===== config.mk =====
export PLATFORM = sky130hd
export DESIGN_NAME = mbox_top
export DESIGN_NICKNAME = d
export VERILOG_FILES = /design/src/logic/mbox_pkg.sv /design/src/logic/fifo_flags.sv /design/src/logic/gaxi_fifo_sync.sv /design/src/logic/axil_mbox_regs.sv /design/src/logic/mbox_top.sv
export SDC_FILE = /design/constraint.sdc
export NUM_CORES = 1
export LEC_CHECK = 0
export ABC_AREA = 1
export BUFFER_PORTS_ARGS = -buffer_cell sky130_fd_sc_hd__clkbuf_2
export CORE_MARGIN = 3
export CORE_UTILIZATION = 35
export CTS_BUF_LIST = sky130_fd_sc_hd__clkbuf_16
export DETAILED_ROUTE_END_ITERATION = 8
export GPL_ROUTABILITY_DRIVEN = 0
export MAX_ROUTING_LAYER = met4
export PLACE_DENSITY = 0.54
export SLEW_MARGIN = 0
export SYNTH_ARGS = -nofsm -noshare
export SYNTH_HDL_FRONTEND = slang
export SYNTH_SLANG_ARGS = --single-unit

===== constraint.sdc =====
create_clock -name axi_aclk -period 9 [get_ports axi_aclk]
set_input_delay 0.9 -clock axi_aclk [delete_from_list [all_inputs] [get_ports axi_aclk]]
set_output_delay 0.9 -clock axi_aclk [all_outputs]
set_load 0.03 [all_outputs]

===== src/logic/mbox_pkg.sv =====
// Shared widths, register offsets, AXI response codes and FIFO depths
// for the AXI4-Lite mailbox
`default_nettype none

package mbox_pkg;

        // ------------------------------------------------------------------
        // Bus widths
        // ------------------------------------------------------------------
        // Word carried by AXI data and both streams
        typedef logic [31:0] data_t;
        // Register offset, 0x0 to 0xC
        typedef logic [3:0]  addr_t;
        typedef logic [1:0]  resp_t;

        // AXI response codes
        localparam resp_t RESP_OKAY   = 2'b00;
        localparam resp_t RESP_SLVERR = 2'b10;
        localparam resp_t RESP_DECERR = 2'b11;

        // ------------------------------------------------------------------
        // Register map
        // ------------------------------------------------------------------
        localparam addr_t REG_TXDATA = 4'h0;
        localparam addr_t REG_RXDATA = 4'h4;
        localparam addr_t REG_STATUS = 4'h8;

        // FIFO sizing
        localparam int TX_DEPTH      = 8;
        localparam int RX_DEPTH      = 4;
        // Shared by almost-full and almost-empty thresholds
        localparam int ALMOST_MARGIN = 1;

        // Per-channel state of the register block
        typedef enum logic {
                ST_IDLE,
                ST_RESP
        } axil_state_t;

endpackage : mbox_pkg

`default_nettype wire


===== src/logic/fifo_flags.sv =====
// FIFO status flags: full, empty, almost flags and fill count
`timescale 1ns/100ps
`default_nettype none

module fifo_flags #(
        parameter int DEPTH = 4
) (
        input  wire logic                     axi_aclk,
        input  wire logic                     axi_aresetn,
        input  wire logic [$clog2(DEPTH):0]   i_wr_ptr_next,
        input  wire logic [$clog2(DEPTH):0]   i_rd_ptr_next,
        output logic      [$clog2(DEPTH):0]   o_count,
        output logic                          o_full,
        output logic                          o_empty,
        output logic                          o_almost_full,
        output logic                          o_almost_empty
);

        import mbox_pkg::*;

        // Fill level seen after this edge
        logic [$clog2(DEPTH):0] w_count_next;

        // Extra pointer bit makes the plain difference wrap correctly
        assign w_count_next = i_wr_ptr_next - i_rd_ptr_next;

        // ------------------------------------------------------------------
        // Registered flags
        // ------------------------------------------------------------------
        always_ff @(posedge axi_aclk) begin
                if (!axi_aresetn) begin
                        o_count        <= '0;
                        o_full         <= 1'b0;
                        o_empty        <= 1'b1;
                        o_almost_full  <= 1'b0;
                        o_almost_empty <= 1'b1;
                end else begin
                        o_count        <= w_count_next;
                        o_full         <= (w_count_next == DEPTH);
                        o_empty        <= (w_count_next == 0);
                        // Within margin of the top
                        o_almost_full  <= (w_count_next >= DEPTH - ALMOST_MARGIN);
                        // Within margin of the bottom
                        o_almost_empty <= (w_count_next <= ALMOST_MARGIN);
                end
        end

        // Each pointer moves by one word at most, so the count does too
        a_count_step : assert property (
                @(posedge axi_aclk) disable iff (!axi_aresetn)
                (o_count == $past(o_count)) ||
                (o_count == $past(o_count) + 1'b1) ||
                (o_count == $past(o_count) - 1'b1)
        );

endmodule : fifo_flags

`default_nettype wire


===== src/logic/gaxi_fifo_sync.sv =====
// Single-clock valid/ready FIFO with binary pointers and a
// combinational-read storage array
`timescale 1ns/100ps
`default_nettype none

module gaxi_fifo_sync #(
        parameter int DEPTH = 4
) (
        input  wire logic                     axi_aclk,
        input  wire logic                     axi_aresetn,
        // Write side
        input  wire logic                     i_wr_valid,
        output logic                          o_wr_ready,
        input  wire mbox_pkg::data_t          i_wr_data,
        // Read side
        input  wire logic                     i_rd_ready,
        output logic                          o_rd_valid,
        output mbox_pkg::data_t               o_rd_data,
        // Status
        output logic      [$clog2(DEPTH):0]   o_count,
        output logic                          o_almost_full,
        output logic                          o_almost_empty
);

        import mbox_pkg::*;

        localparam int AW = $clog2(DEPTH);

        logic [AW:0] r_wr_ptr;
        logic [AW:0] r_rd_ptr;
        logic [AW:0] w_wr_ptr_next;
        logic [AW:0] w_rd_ptr_next;
        logic        w_full;
        logic        w_empty;
        logic        w_write;
        logic        w_read;
        data_t       mem [DEPTH];

        // Handshakes
        assign w_write = i_wr_valid && o_wr_ready;
        assign w_read  = i_rd_ready && o_rd_valid;

        // ------------------------------------------------------------------
        // Pointers, one bit wider than the address
        // ------------------------------------------------------------------
        assign w_wr_ptr_next = r_wr_ptr + {{AW{1'b0}}, w_write};
        assign w_rd_ptr_next = r_rd_ptr + {{AW{1'b0}}, w_read};

        always_ff @(posedge axi_aclk) begin
                if (!axi_aresetn) begin
                        r_wr_ptr <= '0;
                        r_rd_ptr <= '0;
                end else begin
                        r_wr_ptr <= w_wr_ptr_next;
                        r_rd_ptr <= w_rd_ptr_next;
                end
        end

        // Flags registered from the next pointers
        fifo_flags #(
                .DEPTH          (DEPTH)
        ) u_flags (
                .axi_aclk       (axi_aclk),
                .axi_aresetn    (axi_aresetn),
                .i_wr_ptr_next  (w_wr_ptr_next),
                .i_rd_ptr_next  (w_rd_ptr_next),
                .o_count        (o_count),
                .o_full         (w_full),
                .o_empty        (w_empty),
                .o_almost_full  (o_almost_full),
                .o_almost_empty (o_almost_empty)
        );

        assign o_wr_ready = !w_full;
        assign o_rd_valid = !w_empty;

        // Storage, indexed by low pointer bits
        always_ff @(posedge axi_aclk) begin
                if (w_write) begin
                        mem[r_wr_ptr[AW-1:0]] <= i_wr_data;
                end
        end

        // Head entry, no read latency
        assign o_rd_data = mem[r_rd_ptr[AW-1:0]];

        a_count_bound : assert property (
                @(posedge axi_aclk) disable iff (!axi_aresetn)
                o_count <= DEPTH
        );

        // When full the write slot is the head, which must not be overwritten
        a_no_write_full : assert property (
                @(posedge axi_aclk) disable iff (!axi_aresetn)
                (w_full && !w_read) |=> $stable(o_rd_data)
        );

endmodule : gaxi_fifo_sync

`default_nettype wire


===== src/logic/axil_mbox_regs.sv =====
// AXI4-Lite register slave for the mailbox: TXDATA push, RXDATA pop,
// STATUS readback and response generation
`timescale 1ns/100ps
`default_nettype none

module axil_mbox_regs (
        input  wire logic                                axi_aclk,
        input  wire logic                                axi_aresetn,
        // AXI4-Lite write channels
        input  wire mbox_pkg::addr_t                     i_awaddr,
        input  wire logic                                i_awvalid,
        output logic                                     o_awready,
        input  wire mbox_pkg::data_t                     i_wdata,
        input  wire logic                                i_wvalid,
        output logic                                     o_wready,
        output mbox_pkg::resp_t                          o_bresp,
        output logic                                     o_bvalid,
        input  wire logic                                i_bready,
        // AXI4-Lite read channels
        input  wire mbox_pkg::addr_t                     i_araddr,
        input  wire logic                                i_arvalid,
        output logic                                     o_arready,
        output mbox_pkg::data_t                          o_rdata,
        output mbox_pkg::resp_t                          o_rresp,
        output logic                                     o_rvalid,
        input  wire logic                                i_rready,
        // Transmit FIFO
        output logic                                     o_tx_push,
        output mbox_pkg::data_t                          o_tx_push_data,
        input  wire logic                                i_tx_ready,
        input  wire logic [$clog2(mbox_pkg::TX_DEPTH):0] i_tx_count,
        input  wire logic                                i_tx_almost_full,
        // Receive FIFO
        output logic                                     o_rx_pop,
        input  wire logic                                i_rx_valid,
        input  wire mbox_pkg::data_t                     i_rx_data,
        input  wire logic [$clog2(mbox_pkg::RX_DEPTH):0] i_rx_count,
        input  wire logic                                i_rx_almost_empty
);

        import mbox_pkg::*;

        axil_state_t r_wr_state;
        axil_state_t r_rd_state;
        logic        w_wr_accept;
        logic        w_rd_accept;
        resp_t       w_wr_resp;
        resp_t       w_rd_resp;
        data_t       w_rd_word;
        data_t       w_status;
        resp_t       r_bresp;
        resp_t       r_rresp;
        data_t       r_rdata;

        // ------------------------------------------------------------------
        // Write channel
        // ------------------------------------------------------------------
        // Needs address and data together, and no pending response
        assign w_wr_accept = (r_wr_state == ST_IDLE) && i_awvalid && i_wvalid;
        assign o_awready   = w_wr_accept;
        assign o_wready    = w_wr_accept;

        // Push only when the FIFO has room
        assign o_tx_push      = w_wr_accept && (i_awaddr == REG_TXDATA) && i_tx_ready;
        assign o_tx_push_data = i_wdata;

        always_comb begin
                case (i_awaddr)
                        REG_TXDATA: w_wr_resp = i_tx_ready ? RESP_OKAY : RESP_SLVERR;
                        // Read-only registers
                        REG_RXDATA,
                        REG_STATUS: w_wr_resp = RESP_SLVERR;
                        default:    w_wr_resp = RESP_DECERR;
                endcase
        end

        always_ff @(posedge axi_aclk) begin
                if (!axi_aresetn) begin
                        r_wr_state <= ST_IDLE;
                end else if (w_wr_accept) begin
                        r_wr_state <= ST_RESP;
                end else if (r_wr_state == ST_RESP && i_bready) begin
                        r_wr_state <= ST_IDLE;
                end
        end

        // Response code latched at acceptance
        always_ff @(posedge axi_aclk) begin
                if (w_wr_accept) begin
                        r_bresp <= w_wr_resp;
                end
        end

        assign o_bvalid = (r_wr_state == ST_RESP);
        assign o_bresp  = r_bresp;

        // ------------------------------------------------------------------
        // Read channel
        // ------------------------------------------------------------------
        assign w_rd_accept = (r_rd_state == ST_IDLE) && i_arvalid;
        assign o_arready   = w_rd_accept;

        // Pop in the acceptance cycle, head word captured below
        assign o_rx_pop = w_rd_accept && (i_araddr == REG_RXDATA) && i_rx_valid;

        // Status word
        always_comb begin
                w_status        = '0;
                w_status[7:0]   = 8'(i_tx_count);
                w_status[15:8]  = 8'(i_rx_count);
                w_status[16]    = i_tx_almost_full;
                w_status[17]    = i_rx_almost_empty;
        end

        always_comb begin
                w_rd_word = '0;
                case (i_araddr)
                        REG_RXDATA: begin
                                // Empty FIFO returns zero
                                w_rd_word = i_rx_valid ? i_rx_data : '0;
                                w_rd_resp = i_rx_valid ? RESP_OKAY : RESP_SLVERR;
                        end
                        REG_STATUS: begin
                                w_rd_word = w_status;
                                w_rd_resp = RESP_OKAY;
                        end
                        // Write-only
                        REG_TXDATA: w_rd_resp = RESP_SLVERR;
                        default:    w_rd_resp = RESP_DECERR;
                endcase
        end

        always_ff @(posedge axi_aclk) begin
                if (!axi_aresetn) begin
                        r_rd_state <= ST_IDLE;
                end else if (w_rd_accept) begin
                        r_rd_state <= ST_RESP;
                end else if (r_rd_state == ST_RESP && i_rready) begin
                        r_rd_state <= ST_IDLE;
                end
        end

        always_ff @(posedge axi_aclk) begin
                if (w_rd_accept) begin
                        r_rdata <= w_rd_word;
                        r_rresp <= w_rd_resp;
                end
        end

        assign o_rvalid = (r_rd_state == ST_RESP);
        assign o_rdata  = r_rdata;
        assign o_rresp  = r_rresp;

        // Pending responses hold, unchanged, until taken
        a_bresp_hold : assert property (
                @(posedge axi_aclk) disable iff (!axi_aresetn)
                (o_bvalid && !i_bready) |=> (o_bvalid && $stable(o_bresp))
        );

        a_rresp_hold : assert property (
                @(posedge axi_aclk) disable iff (!axi_aresetn)
                (o_rvalid && !i_rready) |=>
                        (o_rvalid && $stable(o_rdata) && $stable(o_rresp))
        );

endmodule : axil_mbox_regs

`default_nettype wire


===== src/logic/mbox_top.sv =====
// Mailbox top level: AXI4-Lite register block with transmit and
// receive FIFOs
`timescale 1ns/100ps
`default_nettype none

module mbox_top (
        input  wire logic              axi_aclk,
        input  wire logic              axi_aresetn,
        // AXI4-Lite
        input  wire mbox_pkg::addr_t   i_awaddr,
        input  wire logic              i_awvalid,
        output logic                   o_awready,
        input  wire mbox_pkg::data_t   i_wdata,
        input  wire logic              i_wvalid,
        output logic                   o_wready,
        output mbox_pkg::resp_t        o_bresp,
        output logic                   o_bvalid,
        input  wire logic              i_bready,
        input  wire mbox_pkg::addr_t   i_araddr,
        input  wire logic              i_arvalid,
        output logic                   o_arready,
        output mbox_pkg::data_t        o_rdata,
        output mbox_pkg::resp_t        o_rresp,
        output logic                   o_rvalid,
        input  wire logic              i_rready,
        // Transmit stream
        output logic                   o_tx_valid,
        output mbox_pkg::data_t        o_tx_data,
        input  wire logic              i_tx_ready,
        // Receive stream
        input  wire logic              i_rx_valid,
        input  wire mbox_pkg::data_t   i_rx_data,
        output logic                   o_rx_ready
);

        import mbox_pkg::*;

        // Transmit FIFO write side and status
        logic                        tx_push;
        data_t                       tx_push_data;
        logic                        tx_fifo_ready;
        logic [$clog2(TX_DEPTH):0]   tx_count;
        logic                        tx_almost_full;
        // Receive FIFO read side and status
        logic                        rx_pop;
        logic                        rx_fifo_valid;
        data_t                       rx_fifo_data;
        logic [$clog2(RX_DEPTH):0]   rx_count;
        logic                        rx_almost_empty;

        axil_mbox_regs u_regs (
                .axi_aclk (axi_aclk), .axi_aresetn (axi_aresetn),
                .i_awaddr (i_awaddr), .i_awvalid (i_awvalid), .o_awready (o_awready),
                .i_wdata (i_wdata), .i_wvalid (i_wvalid), .o_wready (o_wready),
                .o_bresp (o_bresp), .o_bvalid (o_bvalid), .i_bready (i_bready),
                .i_araddr (i_araddr), .i_arvalid (i_arvalid), .o_arready (o_arready),
                .o_rdata (o_rdata), .o_rresp (o_rresp), .o_rvalid (o_rvalid),
                .i_rready (i_rready),
                .o_tx_push (tx_push), .o_tx_push_data (tx_push_data),
                .i_tx_ready (tx_fifo_ready), .i_tx_count (tx_count),
                .i_tx_almost_full (tx_almost_full),
                .o_rx_pop (rx_pop), .i_rx_valid (rx_fifo_valid),
                .i_rx_data (rx_fifo_data), .i_rx_count (rx_count),
                .i_rx_almost_empty (rx_almost_empty)
        );

        // Drains onto the transmit stream
        gaxi_fifo_sync #(.DEPTH(TX_DEPTH)) u_tx_fifo (
                .axi_aclk (axi_aclk), .axi_aresetn (axi_aresetn),
                .i_wr_valid (tx_push), .o_wr_ready (tx_fifo_ready),
                .i_wr_data (tx_push_data),
                .i_rd_ready (i_tx_ready), .o_rd_valid (o_tx_valid), .o_rd_data (o_tx_data),
                .o_count (tx_count), .o_almost_full (tx_almost_full), .o_almost_empty ()
        );

        // Fills from the receive stream, ready is not-full
        gaxi_fifo_sync #(.DEPTH(RX_DEPTH)) u_rx_fifo (
                .axi_aclk (axi_aclk), .axi_aresetn (axi_aresetn),
                .i_wr_valid (i_rx_valid), .o_wr_ready (o_rx_ready), .i_wr_data (i_rx_data),
                .i_rd_ready (rx_pop), .o_rd_valid (rx_fifo_valid), .o_rd_data (rx_fifo_data),
                .o_count (rx_count), .o_almost_full (), .o_almost_empty (rx_almost_empty)
        );

endmodule : mbox_top

`default_nettype wire


==> flow_summary.yaml <==
yosys:
  yosysTopAreaCellShare_pct: 72.83
  synth_area_um2: 17320
  syn_inst: 1320
  synth_fp_nets: 1415
  synth.yosys.seq_area_share_pct: 76.18
  ys_ff_latch: 449
  synth_flop_cell: "edfxtp_1"
  synthTopCellsByArea: "edfxtp_1 (73%), nor2_1 (7.5%), o21ai_0 (4.8%)"
  yosys_warnings: 0
  syn_area_per_cell_um2: 13.12
  synth_cell_type_count: 33
  synth_edf_count: 420
  async_flop_share_pct: 0
  synth_top_area_cell: "edfxtp_1"
timing:
  finalSetupViolCount: 0
  fin_setup_tns_ns: 0
  hold_viol: 0
  slew_headroom_pct: 25.20
  fin_crit_sh_pct: 46.96
  worst_pin_slew_ns: 1.122
  clock_skew_ns: 0.02834
  layout_min_cycle_time_ns: 4.226
  fmax_ghz: 0.2366
  slew_violations: 0
  worst_slack_ns: 4.774
  rsz0062_at_grt: "false"
critical_path:
  cp_cell_sequence: "clkinv_2 -> buf_4 -> o21ai_0 -> o22ai_1 -> nor2_1 -> a31oi_1 -> clkbuf_2"
  max_stage_delay_ns: 0.86
  crit_family: "buffers and inverters"
  slowest_stage: "buf_4"
  reg2reg_to: "u_rx_fifo.u_flags.o_almost_empty$_SDFF_PN1_"
  crit_path_end_kind: "primary output"
  start_kind: "flop"
  path_max_fanout: 104
  worstPathBufferInverterCount: 3
  worstSetupPathType: "reg2out"
  rrSetupSlack_ns: 5.77
  critPathArrivalTime_ns: 3.33
  rr_worst_depth: 12
  crit_required_ns: 8.10
  r2r-start: "u_rx_fifo.u_flags.o_empty$_SDFF_PN1_"
pwr:
  clock_power_share_pct: 38.9
  seq_power_share_pct: 48.8
  share_comb_of_total_power_pct: 12.3
  power_switching_mw: 1.277
  p_int_mw: 3.601
  power.share.switching_pct: 26.18
  leakagePower_nw: 7.195
  ir_drop_mv: 0.1897
  pwr_density_cell_nw_per_um2: 240.4
clock_tree:
  root_buffer: "clkbuf_16"
  clock_sinks: 449
  cts.clk_slew.worst_paths_ns: 0.06
  cts_setup_buffers: 0
  insertion_delay_ns: 0.58
  h-tree-depth: 2
  clk_path_buf_depth: 3
  numCtsBuffers: 47
  holdBufCountCts: 0
  ctsResizeCount: 0
  tritoncts: "done"
floorplan:
  core_area_um2: 48350
  placementRows: 80
  die_w_um: 228.4
  die_h_um: 228.4
  io_pins: 156
  dieArea_um2: 52180
  start_util_pct: 35.82
min_path:
  hold_depth: 2
  hp-class: "reg2reg"
  worstHoldStart: "u_regs.o_bvalid$_SDFFE_PN0P_"
  min_to: "u_regs.o_bvalid$_SDFFE_PN0P_"
detailed_routing:
  routedWlPerCell_um: 18.23
  drc: 0
  wl_met1_um: 17780
  drt_pass1_iterations: 4
  vias_per_cell: 4.797
  wl_met2_um: 18790
  vias: 10410
  routed_wl_um: 39580
  routed-wl-met3_um: 2290
  antenna_left: 0
  drt_iter0_markers: 881
  top_layer: "met4"
layout:
  area_growth_pct: 17.20
  layout_commonest_cell: "edfxtp_1"
  fin_util_pct: 41.98
  final_cell_mix: "edfxtp_1 (420), nor2_1 (344), o21ai_0 (165)"
  drive_gt1_share_pct: 18.17
  nNetsFinal: 1567
  postLayoutCellArea_um2: 20300
placement:
  numPortBuffers: 155
  dp_hpwl_um: 20650
  postPlaceCellArea_um2: 18760
  detailedPlace.worstSlack_ns: 4.668
global_routing:
  grt_pass1_vias: 10330
  antenna_found_initial: 7
  grt_max_degree: 105
  grt_overflow: 0
  grt_pass1_wl_um: 60580
  grt_usage_pct: 15.34
flow_run:
  drv_cap: 0
run_status:
  status: "completed"
==> synth_stat cells (all sizes together), types with 2 or more instances <==
cell type	number
a31oi	32
a22o	9
buf	40
dfxtp	29
xnor2	4
clkbuf	32
a21oi	29
edfxtp	420
nand2	45
nor3	16
nand4	3
o21ai	191
o22ai	41
ha	12
nor2	352
inv	52
nand3	5
fa	2
==> stage by stage <==
stage	instances	total power, mW	hold WS, ns
final	2171	4.878	0.4908
after global routing	2171	5.094	0.5108
after CTS	2164	4.940	0.4924
after detailed placement	2079	3.038	0.4791
after global placement	2079	3.032	0.4759
after floorplan	1320	2.856	0.4846
==> cells by family (layout without fill, tap and decap cells) <==
family                   after synthesis  count (layout)  share of synthesized area (%)
AND/OR/NAND/NOR                      423             423                          9.559
XOR/XNOR                               5               5                         0.2529
adder cells (fa/ha/maj)               14              14                          1.098
AO/OA/AOI/OAI                        305             305                          9.580
other                                  0               7                              0
buffers and inverters                124             312                          3.331
flip-flops                           449             449                          76.18
==> final cells by class <==
| type | count | area, um^2 |
|---|---|---|
| flip-flops and latches | 449 | 13200 |
| diodes | 7 | 17.52 |
| clock buffers | 48 | 1201 |
| repair buffers | 175 | 925.9 |
| multi-input cells | 747 | 3616 |
| fillers | 4478 | 28050 |
| inverters | 52 | 196.4 |
| well taps | 656 | 820.8 |
| clock inverters | 37 | 319.1 |
==> worst max path at each step <==
stage,startpoint,end,slack [ns],cells past startpoint
global placement,i_araddr[1],u_rx_fifo.u_flags.o_almost_empty$_SDFF_PN1_,4.81,17
global route,u_tx_fifo.r_rd_ptr[0]$_SDFF_PN0_,o_tx_data[18],4.41,7
floorplan,i_arvalid,u_rx_fifo.u_flags.o_almost_empty$_SDFF_PN1_,4.56,13
finish,u_tx_fifo.r_rd_ptr[0]$_SDFF_PN0_,o_tx_data[22],4.77,7
detailed placement,i_araddr[1],u_rx_fifo.u_flags.o_empty$_SDFF_PN1_,4.67,17
CTS,u_tx_fifo.r_rd_ptr[0]$_SDFF_PN0_,o_tx_data[0],4.67,7
==> worst register-to-register path: stages (launching register included) <==
cell and delay [ns]:
dfxtp_1 0.30, nor2_1 0.56, inv_1 0.68, nor2_1 0.26, ha_1 0.17, ha_1 0.14, inv_1 0.05, fa_1 0.44
xor2_1 0.18, nand2_1 0.06, nand2_1 0.06, nor2_1 0.16, nor2_1 0.06
==> routing by layer <==
layer,vias to the layer above,GRT usage [%]
met4,0,3.946
met5,-,-
li1,5066,-
met1,5066,19.84
met3,53,3.577
met2,229,24.53
==> sequential cells by signal, summed over array words and instances, names as in the netlist <==
name and cells:
u_tx_fifo.u_flags.o_count 4, u_regs.o_rdata 32, u_regs.o_rvalid 1, u_rx_fifo.u_flags.o_almost_empty 1, u_rx_fifo.r_rd_ptr 3, u_tx_fifo.mem 256
u_regs.o_bvalid 1, u_regs.o_bresp 2, u_regs.o_rresp 2, u_tx_fifo.u_flags.o_empty 1, u_rx_fifo.r_wr_ptr 3, u_rx_fifo.u_flags.o_full 1
u_rx_fifo.u_flags.o_count 3, u_rx_fifo.u_flags.o_empty 1, u_tx_fifo.r_wr_ptr 4, u_tx_fifo.u_flags.o_almost_full 1, u_tx_fifo.r_rd_ptr 4, u_rx_fifo.mem 128
u_tx_fifo.u_flags.o_full 1
==> power by group through the flow <==
stage	Sequential, mW	Combinational [mW]	Clock, mW
global placement	2.43	0.603	0
CTS	2.38	0.612	1.94
detailed placement	2.43	0.610	0
finish	2.38	0.599	1.90
floorplan	2.42	0.437	0
global route	2.39	0.672	2.03
Power figures use the tool's default switching activity.
